===== config.mk =====
export PLATFORM = sky130hd
export DESIGN_NAME = phy_lane_top
export DESIGN_NICKNAME = d
export VERILOG_FILES = /design/src/verilog/phy_types_pkg.sv /design/src/verilog/comma_aligner.sv /design/src/verilog/dec_8b10b.sv /design/src/verilog/enc_8b10b.sv /design/src/verilog/lane_serializer.sv /design/src/verilog/phy_lane_top.sv
export SDC_FILE = /design/constraint.sdc
export NUM_CORES = 1
export LEC_CHECK = 0
export BUFFER_PORTS_ARGS = -buffer_cell sky130_fd_sc_hd__buf_2
export CAP_MARGIN = 20
export CELL_PAD_IN_SITES_DETAIL_PLACEMENT = 0
export CELL_PAD_IN_SITES_GLOBAL_PLACEMENT = 2
export CORE_ASPECT_RATIO = 1.25
export CORE_MARGIN = 2
export CORE_UTILIZATION = 37
export DETAILED_ROUTE_END_ITERATION = 10
export PLACE_DENSITY = 0.82
export SETUP_SLACK_MARGIN = 0.02
export SLEW_MARGIN = 20
export SYNTH_ARGS = -nofsm -noshare
export SYNTH_HDL_FRONTEND = slang
export SYNTH_SLANG_ARGS = --single-unit

===== constraint.sdc =====
create_clock -name CLK -period 2.57 [get_ports CLK]
set_input_delay 0.514 -clock CLK [delete_from_list [all_inputs] [get_ports CLK]]
set_output_delay 0.514 -clock CLK [all_outputs]
set_load 0.01 [all_outputs]

===== src/verilog/phy_types_pkg.sv =====
package phy_types_pkg;

    localparam int SYM_BITS = 10;

    // ~~~~~~~~~~~~~~~~~~~~~~~~~~~~~~~~~~~~~~~~~~~~~~~~~~~~~~~~~~~~~~~~~~~~~~
    // 3b/4b codes, written fghj, negative-disparity column
    // ~~~~~~~~~~~~~~~~~~~~~~~~~~~~~~~~~~~~~~~~~~~~~~~~~~~~~~~~~~~~~~~~~~~~~~

    localparam logic [3:0] D3b0 = 4'b1011;
    localparam logic [3:0] D3b1 = 4'b1001;
    localparam logic [3:0] D3b2 = 4'b0101;
    localparam logic [3:0] D3b3 = 4'b1100;
    localparam logic [3:0] D3b4 = 4'b1101;
    localparam logic [3:0] D3b5 = 4'b1010;
    localparam logic [3:0] D3b6 = 4'b0110;
    localparam logic [3:0] D3b7 = 4'b1110;   // primary form only.

    // ~~~~~~~~~~~~~~~~~~~~~~~~~~~~~~~~~~~~~~~~~~~~~~~~~~~~~~~~~~~~~~~~~~~~~~
    // 5b/6b codes, written abcdei, negative-disparity column
    // ~~~~~~~~~~~~~~~~~~~~~~~~~~~~~~~~~~~~~~~~~~~~~~~~~~~~~~~~~~~~~~~~~~~~~~

    localparam logic [5:0] D5b0  = 6'b100111;
    localparam logic [5:0] D5b1  = 6'b011101;
    localparam logic [5:0] D5b2  = 6'b101101;
    localparam logic [5:0] D5b3  = 6'b110001;
    localparam logic [5:0] D5b4  = 6'b110101;
    localparam logic [5:0] D5b5  = 6'b101001;
    localparam logic [5:0] D5b6  = 6'b011001;
    localparam logic [5:0] D5b7  = 6'b111000;
    localparam logic [5:0] D5b8  = 6'b111001;
    localparam logic [5:0] D5b9  = 6'b100101;
    localparam logic [5:0] D5b10 = 6'b010101;
    localparam logic [5:0] D5b11 = 6'b110100;
    localparam logic [5:0] D5b12 = 6'b001101;
    localparam logic [5:0] D5b13 = 6'b101100;
    localparam logic [5:0] D5b14 = 6'b011100;
    localparam logic [5:0] D5b15 = 6'b010111;
    localparam logic [5:0] D5b16 = 6'b011011;
    localparam logic [5:0] D5b17 = 6'b100011;
    localparam logic [5:0] D5b18 = 6'b010011;
    localparam logic [5:0] D5b19 = 6'b110010;
    localparam logic [5:0] D5b20 = 6'b001011;
    localparam logic [5:0] D5b21 = 6'b101010;
    localparam logic [5:0] D5b22 = 6'b011010;
    localparam logic [5:0] D5b23 = 6'b111010;
    localparam logic [5:0] D5b24 = 6'b110011;
    localparam logic [5:0] D5b25 = 6'b100110;
    localparam logic [5:0] D5b26 = 6'b010110;
    localparam logic [5:0] D5b27 = 6'b110110;
    localparam logic [5:0] D5b28 = 6'b001110;
    localparam logic [5:0] D5b29 = 6'b101110;
    localparam logic [5:0] D5b30 = 6'b011110;
    localparam logic [5:0] D5b31 = 6'b101011;

    // ~~~~~~~~~~~~~~~~~~~~~~~~~~~~~~~~~~~~~~~~~~~~~~~~~~~~~~~~~~~~~~~~~~~~~~
    // comma and aligner state
    // ~~~~~~~~~~~~~~~~~~~~~~~~~~~~~~~~~~~~~~~~~~~~~~~~~~~~~~~~~~~~~~~~~~~~~~

    // K28.5 laid out as {fghj, abcdei}, same as a data symbol.
    localparam logic [SYM_BITS-1:0] K28_5_CODE = {4'b1010, 6'b001111};
    localparam logic [7:0]          K28_5_BYTE = 8'hBC;

    typedef enum logic {
        HUNT   = 1'b0,
        LOCKED = 1'b1
    } align_state_e;

endpackage

===== src/verilog/comma_aligner.sv =====
module comma_aligner #(
    parameter int ERR_LIMIT = 4
) (
    input  logic                              CLK,
    input  logic                              rst,
    input  logic                              ser_in,
    input  logic                              code_err,
    output logic [phy_types_pkg::SYM_BITS-1:0] sym,
    output logic                              sym_strobe,
    output logic                              locked
);
    import phy_types_pkg::*;

    localparam int CNT_W = $clog2(ERR_LIMIT + 1);
    localparam logic [3:0] LAST_SLOT = 4'(SYM_BITS - 1);
    // comma as it sits in the window, 6-bit field oldest.
    localparam logic [SYM_BITS-1:0] COMMA_WIN = {K28_5_CODE[5:0], K28_5_CODE[9:6]};

    align_state_e        state;
    logic [SYM_BITS-1:0] win;
    logic [3:0]          bnd_cnt;
    logic [CNT_W-1:0]    err_cnt;
    logic                err_chk;
    logic                comma_hit;
    logic                frame_hit;

    assign comma_hit = (win == COMMA_WIN);
    assign frame_hit = (state == HUNT) ? comma_hit : (bnd_cnt == LAST_SLOT);
    assign locked    = (state == LOCKED);

    always_ff @(posedge CLK) begin
        if (rst) begin
            win <= '0;
        end else begin
            win <= {win[SYM_BITS-2:0], ser_in};
        end
    end

    always_ff @(posedge CLK) begin
        if (frame_hit) begin
            sym <= {win[3:0], win[9:4]};            // back to {fghj, abcdei}.
        end
    end

    // decoder flag is valid the cycle after its strobe.
    always_ff @(posedge CLK) begin
        if (rst) begin
            sym_strobe <= 1'b0;
            err_chk    <= 1'b0;
        end else begin
            sym_strobe <= frame_hit;
            err_chk    <= sym_strobe;
        end
    end

    // ~~~~~~~~~~~~~~~~~~~~~~~~~~~~~~~~~~~~~~~~~~~~~~~~~~~~~~~~~~~~~~~~~~~~~~
    // lock FSM
    // ~~~~~~~~~~~~~~~~~~~~~~~~~~~~~~~~~~~~~~~~~~~~~~~~~~~~~~~~~~~~~~~~~~~~~~

    always_ff @(posedge CLK) begin
        if (rst) begin
            state   <= HUNT;
            bnd_cnt <= '0;
            err_cnt <= '0;
        end else begin
            case (state)
                HUNT: begin
                    if (comma_hit) begin
                        state   <= LOCKED;
                        bnd_cnt <= '0;
                        err_cnt <= '0;
                    end
                end
                LOCKED: begin
                    bnd_cnt <= frame_hit ? 4'd0 : bnd_cnt + 4'd1;
                    if (err_chk) begin
                        if (!code_err) begin
                            err_cnt <= '0;               // good symbol.
                        end else if (err_cnt == CNT_W'(ERR_LIMIT - 1)) begin
                            state   <= HUNT;
                            err_cnt <= '0;
                        end else begin
                            err_cnt <= err_cnt + 1'b1;
                        end
                    end
                end
                default: state <= HUNT;
            endcase
        end
    end

endmodule


===== src/verilog/dec_8b10b.sv =====
module dec_8b10b (
    input  logic                              CLK,
    input  logic                              rst,
    input  logic [phy_types_pkg::SYM_BITS-1:0] sym,
    input  logic                              sym_strobe,
    output logic [7:0]                        data_out,
    output logic                              k_out,
    output logic                              code_err,
    output logic                              valid
);
    import phy_types_pkg::*;

    logic [2:0] val_3b;
    logic [4:0] val_5b;
    logic       ok_3b;
    logic       ok_5b;
    logic       is_comma;
    logic       bad_sym;

    assign is_comma = (sym == K28_5_CODE);
    assign bad_sym  = !is_comma && !(ok_3b && ok_5b);

    always_comb begin
        ok_3b  = 1'b1;
        val_3b = 3'd0;
        case (sym[9:6])
            D3b0:    val_3b = 3'd0;
            D3b1:    val_3b = 3'd1;
            D3b2:    val_3b = 3'd2;
            D3b3:    val_3b = 3'd3;
            D3b4:    val_3b = 3'd4;
            D3b5:    val_3b = 3'd5;
            D3b6:    val_3b = 3'd6;
            D3b7:    val_3b = 3'd7;
            default: ok_3b  = 1'b0;
        endcase
    end

    always_comb begin
        ok_5b  = 1'b1;
        val_5b = 5'd0;
        case (sym[5:0])
            D5b0:    val_5b = 5'd0;
            D5b1:    val_5b = 5'd1;
            D5b2:    val_5b = 5'd2;
            D5b3:    val_5b = 5'd3;
            D5b4:    val_5b = 5'd4;
            D5b5:    val_5b = 5'd5;
            D5b6:    val_5b = 5'd6;
            D5b7:    val_5b = 5'd7;
            D5b8:    val_5b = 5'd8;
            D5b9:    val_5b = 5'd9;
            D5b10:   val_5b = 5'd10;
            D5b11:   val_5b = 5'd11;
            D5b12:   val_5b = 5'd12;
            D5b13:   val_5b = 5'd13;
            D5b14:   val_5b = 5'd14;
            D5b15:   val_5b = 5'd15;
            D5b16:   val_5b = 5'd16;
            D5b17:   val_5b = 5'd17;
            D5b18:   val_5b = 5'd18;
            D5b19:   val_5b = 5'd19;
            D5b20:   val_5b = 5'd20;
            D5b21:   val_5b = 5'd21;
            D5b22:   val_5b = 5'd22;
            D5b23:   val_5b = 5'd23;
            D5b24:   val_5b = 5'd24;
            D5b25:   val_5b = 5'd25;
            D5b26:   val_5b = 5'd26;
            D5b27:   val_5b = 5'd27;
            D5b28:   val_5b = 5'd28;
            D5b29:   val_5b = 5'd29;
            D5b30:   val_5b = 5'd30;
            D5b31:   val_5b = 5'd31;
            default: ok_5b  = 1'b0;             // includes the comma's 001111.
        endcase
    end

    always_ff @(posedge CLK) begin
        if (rst) begin
            valid    <= 1'b0;
            k_out    <= 1'b0;
            code_err <= 1'b0;
        end else begin
            valid <= sym_strobe;
            if (sym_strobe) begin
                k_out    <= is_comma;
                code_err <= bad_sym;
            end
        end
    end

    always_ff @(posedge CLK) begin
        if (sym_strobe) begin
            if (is_comma) begin
                data_out <= K28_5_BYTE;
            end else if (bad_sym) begin
                data_out <= 8'h00;
            end else begin
                data_out <= {val_3b, val_5b};
            end
        end
    end

endmodule


===== src/verilog/enc_8b10b.sv =====
module enc_8b10b (
    input  logic                              CLK,
    input  logic                              rst,
    input  logic                              load,
    input  logic [7:0]                        data_in,
    input  logic                              k_in,
    output logic [phy_types_pkg::SYM_BITS-1:0] data_out
);
    import phy_types_pkg::*;

    logic [3:0] code_4b;
    logic [5:0] code_6b;

    always_comb begin
        case (data_in[7:5])
            3'd0: code_4b = D3b0;
            3'd1: code_4b = D3b1;
            3'd2: code_4b = D3b2;
            3'd3: code_4b = D3b3;
            3'd4: code_4b = D3b4;
            3'd5: code_4b = D3b5;
            3'd6: code_4b = D3b6;
            3'd7: code_4b = D3b7;
        endcase
    end

    always_comb begin
        case (data_in[4:0])
            5'd0:  code_6b = D5b0;
            5'd1:  code_6b = D5b1;
            5'd2:  code_6b = D5b2;
            5'd3:  code_6b = D5b3;
            5'd4:  code_6b = D5b4;
            5'd5:  code_6b = D5b5;
            5'd6:  code_6b = D5b6;
            5'd7:  code_6b = D5b7;
            5'd8:  code_6b = D5b8;
            5'd9:  code_6b = D5b9;
            5'd10: code_6b = D5b10;
            5'd11: code_6b = D5b11;
            5'd12: code_6b = D5b12;
            5'd13: code_6b = D5b13;
            5'd14: code_6b = D5b14;
            5'd15: code_6b = D5b15;
            5'd16: code_6b = D5b16;
            5'd17: code_6b = D5b17;
            5'd18: code_6b = D5b18;
            5'd19: code_6b = D5b19;
            5'd20: code_6b = D5b20;
            5'd21: code_6b = D5b21;
            5'd22: code_6b = D5b22;
            5'd23: code_6b = D5b23;
            5'd24: code_6b = D5b24;
            5'd25: code_6b = D5b25;
            5'd26: code_6b = D5b26;
            5'd27: code_6b = D5b27;
            5'd28: code_6b = D5b28;
            5'd29: code_6b = D5b29;
            5'd30: code_6b = D5b30;
            5'd31: code_6b = D5b31;
        endcase
    end

    always_ff @(posedge CLK) begin
        if (rst) begin
            data_out <= K28_5_CODE;                 // idle on comma.
        end else if (load) begin
            if (k_in) begin
                data_out <= K28_5_CODE;
            end else begin
                data_out <= {code_4b, code_6b};
            end
        end
    end

endmodule


===== src/verilog/lane_serializer.sv =====
module lane_serializer (
    input  logic                              CLK,
    input  logic                              rst,
    input  logic [phy_types_pkg::SYM_BITS-1:0] sym,
    output logic                              tx_ready,
    output logic                              ser_out
);
    import phy_types_pkg::*;

    localparam logic [3:0] LAST_SLOT = 4'(SYM_BITS - 1);

    logic [3:0]          slot_cnt;
    logic [SYM_BITS-1:0] shreg;

    assign tx_ready = (slot_cnt == LAST_SLOT);      // last cycle of the slot.

    always_ff @(posedge CLK) begin
        if (rst) begin
            slot_cnt <= '0;
        end else if (slot_cnt == LAST_SLOT) begin
            slot_cnt <= '0;
        end else begin
            slot_cnt <= slot_cnt + 4'd1;
        end
    end

    // 6-bit field leaves first, then the 4-bit field, both msb first
    always_ff @(posedge CLK) begin
        if (rst) begin
            shreg   <= '0;
            ser_out <= 1'b0;
        end else begin
            ser_out <= shreg[SYM_BITS-1];
            if (slot_cnt == 4'd0) begin
                shreg <= {sym[5:0], sym[9:6]};      // encoder output settled.
            end else begin
                shreg <= {shreg[SYM_BITS-2:0], 1'b0};
            end
        end
    end

endmodule


===== src/verilog/phy_lane_top.sv =====
module phy_lane_top #(
    parameter int ERR_LIMIT = 4
) (
    input  logic       CLK,
    input  logic       rst,
    input  logic [7:0] tx_data,
    input  logic       tx_k,
    input  logic       ser_in,
    output logic       tx_ready,
    output logic       ser_out,
    output logic [7:0] rx_data,
    output logic       rx_k,
    output logic       rx_err,
    output logic       rx_valid,
    output logic       rx_locked
);
    import phy_types_pkg::*;

    logic [SYM_BITS-1:0] enc_sym;
    logic [SYM_BITS-1:0] al_sym;
    logic                al_strobe;

    // ~~~~~~~~~~~~~~~~~~~~~~~~~~~~~~~~~~~~~~~~~~~~~~~~~~~~~~~~~~~~~~~~~~~~~~
    // transmit path
    // ~~~~~~~~~~~~~~~~~~~~~~~~~~~~~~~~~~~~~~~~~~~~~~~~~~~~~~~~~~~~~~~~~~~~~~

    enc_8b10b enc_8b10b_inst (
        .CLK      (CLK),
        .rst      (rst),
        .load     (tx_ready),                   // sampled once per slot.
        .data_in  (tx_data),
        .k_in     (tx_k),
        .data_out (enc_sym)
    );

    lane_serializer lane_serializer_inst (
        .CLK      (CLK),
        .rst      (rst),
        .sym      (enc_sym),
        .tx_ready (tx_ready),
        .ser_out  (ser_out)
    );

    // ~~~~~~~~~~~~~~~~~~~~~~~~~~~~~~~~~~~~~~~~~~~~~~~~~~~~~~~~~~~~~~~~~~~~~~
    // receive path
    // ~~~~~~~~~~~~~~~~~~~~~~~~~~~~~~~~~~~~~~~~~~~~~~~~~~~~~~~~~~~~~~~~~~~~~~

    comma_aligner #(
        .ERR_LIMIT (ERR_LIMIT)
    ) comma_aligner_inst (
        .CLK        (CLK),
        .rst        (rst),
        .ser_in     (ser_in),
        .code_err   (rx_err),                   // decoder feedback.
        .sym        (al_sym),
        .sym_strobe (al_strobe),
        .locked     (rx_locked)
    );

    dec_8b10b dec_8b10b_inst (
        .CLK        (CLK),
        .rst        (rst),
        .sym        (al_sym),
        .sym_strobe (al_strobe),
        .data_out   (rx_data),
        .k_out      (rx_k),
        .code_err   (rx_err),
        .valid      (rx_valid)
    );

endmodule


==> impl_results.md <==
* Result of the run: finished, final reports clean
* WL/cell at 12.4 microns
* Predominant post-synthesis flop cell: dfxtp_1
* Worst clock skew at 4.51 ps
* Pin count of the biggest net entering global routing at 37
* Placer congestion estimate at 0.766
* Warning count from the yosys run at 0
* Clock buffers created by TritonCTS at 9
* Number of enable flip-flop cells after synthesis at 18
* Syn avg cell area at 9.06 sq um
* Async set-reset flop share out of synthesis at 0%
* Endpoints failing setup at 0
* Top fanout value on the critical path at 17
* Die Outline Area at 0.00984 sq mm
* Arrival @ worst endpoint at 2080 ps
* Category of the worst setup path launch point: flip-flop
* Worst-path cell chain: buf_4 -> nand2b_1 -> o21bai_1 -> a221o_1 -> a31oi_1 -> o21ai_1
* WL met3 at 190 microns
* Critical setup path kind: flip-flop to flip-flop
* Number of antenna repair diodes at 0
* Cell with the biggest individual delay on the critical path: edfxtp_1
* Total setup buffers inserted after CTS at 0
* Element type at the critical path end: flip-flop
* Top Metal Used: met4
* Total gr overflow at 0
* Leakage power of the design at 1.44 nW
* Number of global-route vias before repair at 2318
* Final net count at 409
* Initial standard-cell utilization of the core at 38.3%
* IR drop worst, VDD at 0.313 mV
* Leading post-synthesis cells by instance count: dfxtp_1, nor2_1, a21oi_1, nand2_1, o21ai_0
* Cts hold-fix bufs at 0
* Drt first pass iters at 4
* Top cells by area, synth: dfxtp_1, edfxtp_1, a21oi_1
* Max Cap Violations at 0
* Buffers from clock root to sink, at most at 2
* Final Hold Fails at 0
* Power per cell area at 536 mW/mm^2
* Aggregate negative setup slack at 0 ps
* Clock tree from TritonCTS: done
* Top Ports at 26
* Amount of wire on met2 after detailed routing at 3160 microns
* Proportion of synthesized chip area in sequential cells at 44.2%
* Syn Std Cell Area at 0.00335 sq mm
* Via count at 2567
* Transition time of the tightest slew-check pin at 785 ps
* Synth top area share at 28.1%
* Total DRC errors in the routed layout at 0
* Achievable frequency at 497 MHz
* Path category of the worst min-delay check: input port to flip-flop
* Chip width at 89.1 microns
* Detailed-placement wirelength estimate at 4420 microns
* Flip-flop and latch count after synthesis at 65
* Post-layout min period at 2010 ps
* Power after layout at 2.00 mW
* Placement row count at 38
* Number of nets still failing antenna checks after routing at 0
* Critical path data required time at 2640 ps
* Setup repair after global routing missed its margin: false
* Count of instances resized after the clock tree is built at 0
* Cell taking the most area after synthesis: dfxtp_1
* Total number of clock tree sinks at 65
* Clock H-tree levels at 3
* Post-Syn Nets at 394
* Slew Limit Fails at 0
* Port-buffer cells at 25
* Die height at 110 microns
* DRT iter0 DRCs at 106
* Count of unique library cells instantiated by Yosys at 60
* Final critical-path share of the clock period at 78.3%
* Highest cell delay on the worst timing path at 600 ps
* Post-Syn Instances at 370
* Initial antenna violation count at 0
* Mean number of vias per cell at 5.03
* Global-route wire length before repair at 10600 microns
* Clock slew seen by the registers of the worst setup and hold paths at 70 ps
* Core box area at 0.00875 sq mm
* Gr usage total at 13.6%
* Fraction of final layout cells sized beyond drive strength 1 at 14.6%
* Most common cell in the synthesized netlist: dfxtp_1
* Later-pin clock latency in the skew report at 330 ps
* Relative slew slack at 47.7%
* Clock root buffer: clkbuf_8
* Total wire length after detailed routing at 6330 microns
* Area Growth Syn to Fin at 11.2%
* Post-route met1 wirelength at 2950 microns
## state kept, by name (all words and copies together) (netlist names)
| signal | cells |
|---|---|
| dec_8b10b_inst.code_err | 1 |
| comma_aligner_inst.err_chk | 1 |
| comma_aligner_inst.err_cnt | 3 |
| lane_serializer_inst.shreg | 10 |
| comma_aligner_inst.sym | 10 |
| dec_8b10b_inst.k_out | 1 |
| lane_serializer_inst.ser_out | 1 |
| dec_8b10b_inst.data_out | 8 |
| comma_aligner_inst.win | 10 |
| enc_8b10b_inst.data_out | 10 |
| comma_aligner_inst.bnd_cnt | 4 |
| comma_aligner_inst.sym_strobe | 1 |
| lane_serializer_inst.slot_cnt | 4 |
| comma_aligner_inst.locked | 1 |
## path summary, 6_finish.rpt
check	from	to	slack, ps	cells after the start
max	comma_aligner_inst.sym[0]	dec_8b10b_inst.data_out[2]	560	6
max reg2reg	comma_aligner_inst.sym[0]	dec_8b10b_inst.data_out[2]	560	6
min	ser_in	comma_aligner_inst.win[0]	430	2
min reg2reg	comma_aligner_inst.win[9]	comma_aligner_inst.sym[5]	430	0
## report_power, final
group	switching, mW	leakage (nW)	internal, mW
registers	0.00876	0.544	1.07
clock network	0.385	0.101	0.408
logic	0.0718	0.796	0.0557
total	0.465	1.44	1.53
## logic make-up after synthesis
logic type | share of synthesized area, %
adder cells (fa/ha/maj) | 4.48
flip-flops | 44.2
AND/OR/NAND/NOR | 22.6
multiplexers | 3.96
AO/OA/AOI/OAI | 16.4
XOR/XNOR | 2.88
buffers and inverters | 5.53
## layout by cell type (no fill, tap or decap), types with 6 or more instances in the layout
master    synthesis  layout
dfxtp_1          47      47
nor2_1           40      40
a21oi_1          32      32
nand2_1          26      26
buf_2             9      25
o21ai_0          21      21
edfxtp_1         18      18
nor2b_1          16      16
inv_1            13      13
ha_1             12      12
mux2i_1          11      11
nand3_1           9       9
clkbuf_8          0       9
nand3b_1          8       8
nor3_1            8       8
xor2_1            7       7
nor3b_1           6       6
buf_4             4       6
## per-stage QoR
step | setup WS, ps | cells | util (%) | instance area, sq um | hold WS (ps)
global placement | 540 | 494 | 40.4 | 3530 | 408
finish | 558 | 510 | 42.6 | 3720 | 433
CTS | 566 | 510 | 42.6 | 3720 | 415
global route | 385 | 510 | 42.6 | 3720 | 434
detailed placement | 573 | 494 | 40.4 | 3530 | 419
floorplan | 544 | 370 | - | 3350 | 400
## metal layers
metal	GRT usage (%)	vias to the layer above
met5	0	-
met3	3.20	4
met1	16.8	1182
li1	-	1347
met2	23.2	34
met4	4.69	0
## critical path: cells and delay by family, from the launching register on
family | cells | cell delay, ps
and+or+nand+nor | 1 | 160
DFF | 1 | 600
AOI/OAI and AO/OA | 4 | 740
buffers and inverters | 1 | 270
## final cells by class
cell class              count  area, sq um
repair buffers             31          170
well taps                 120          150
fillers                   903         5020
multi-input cells         265         1680
clock buffers              10          149
inverters                  13         48.8
clock inverters             6         41.3
flip-flops and latches     65         1480
Note: power is estimated with default switching activity, not from simulation.
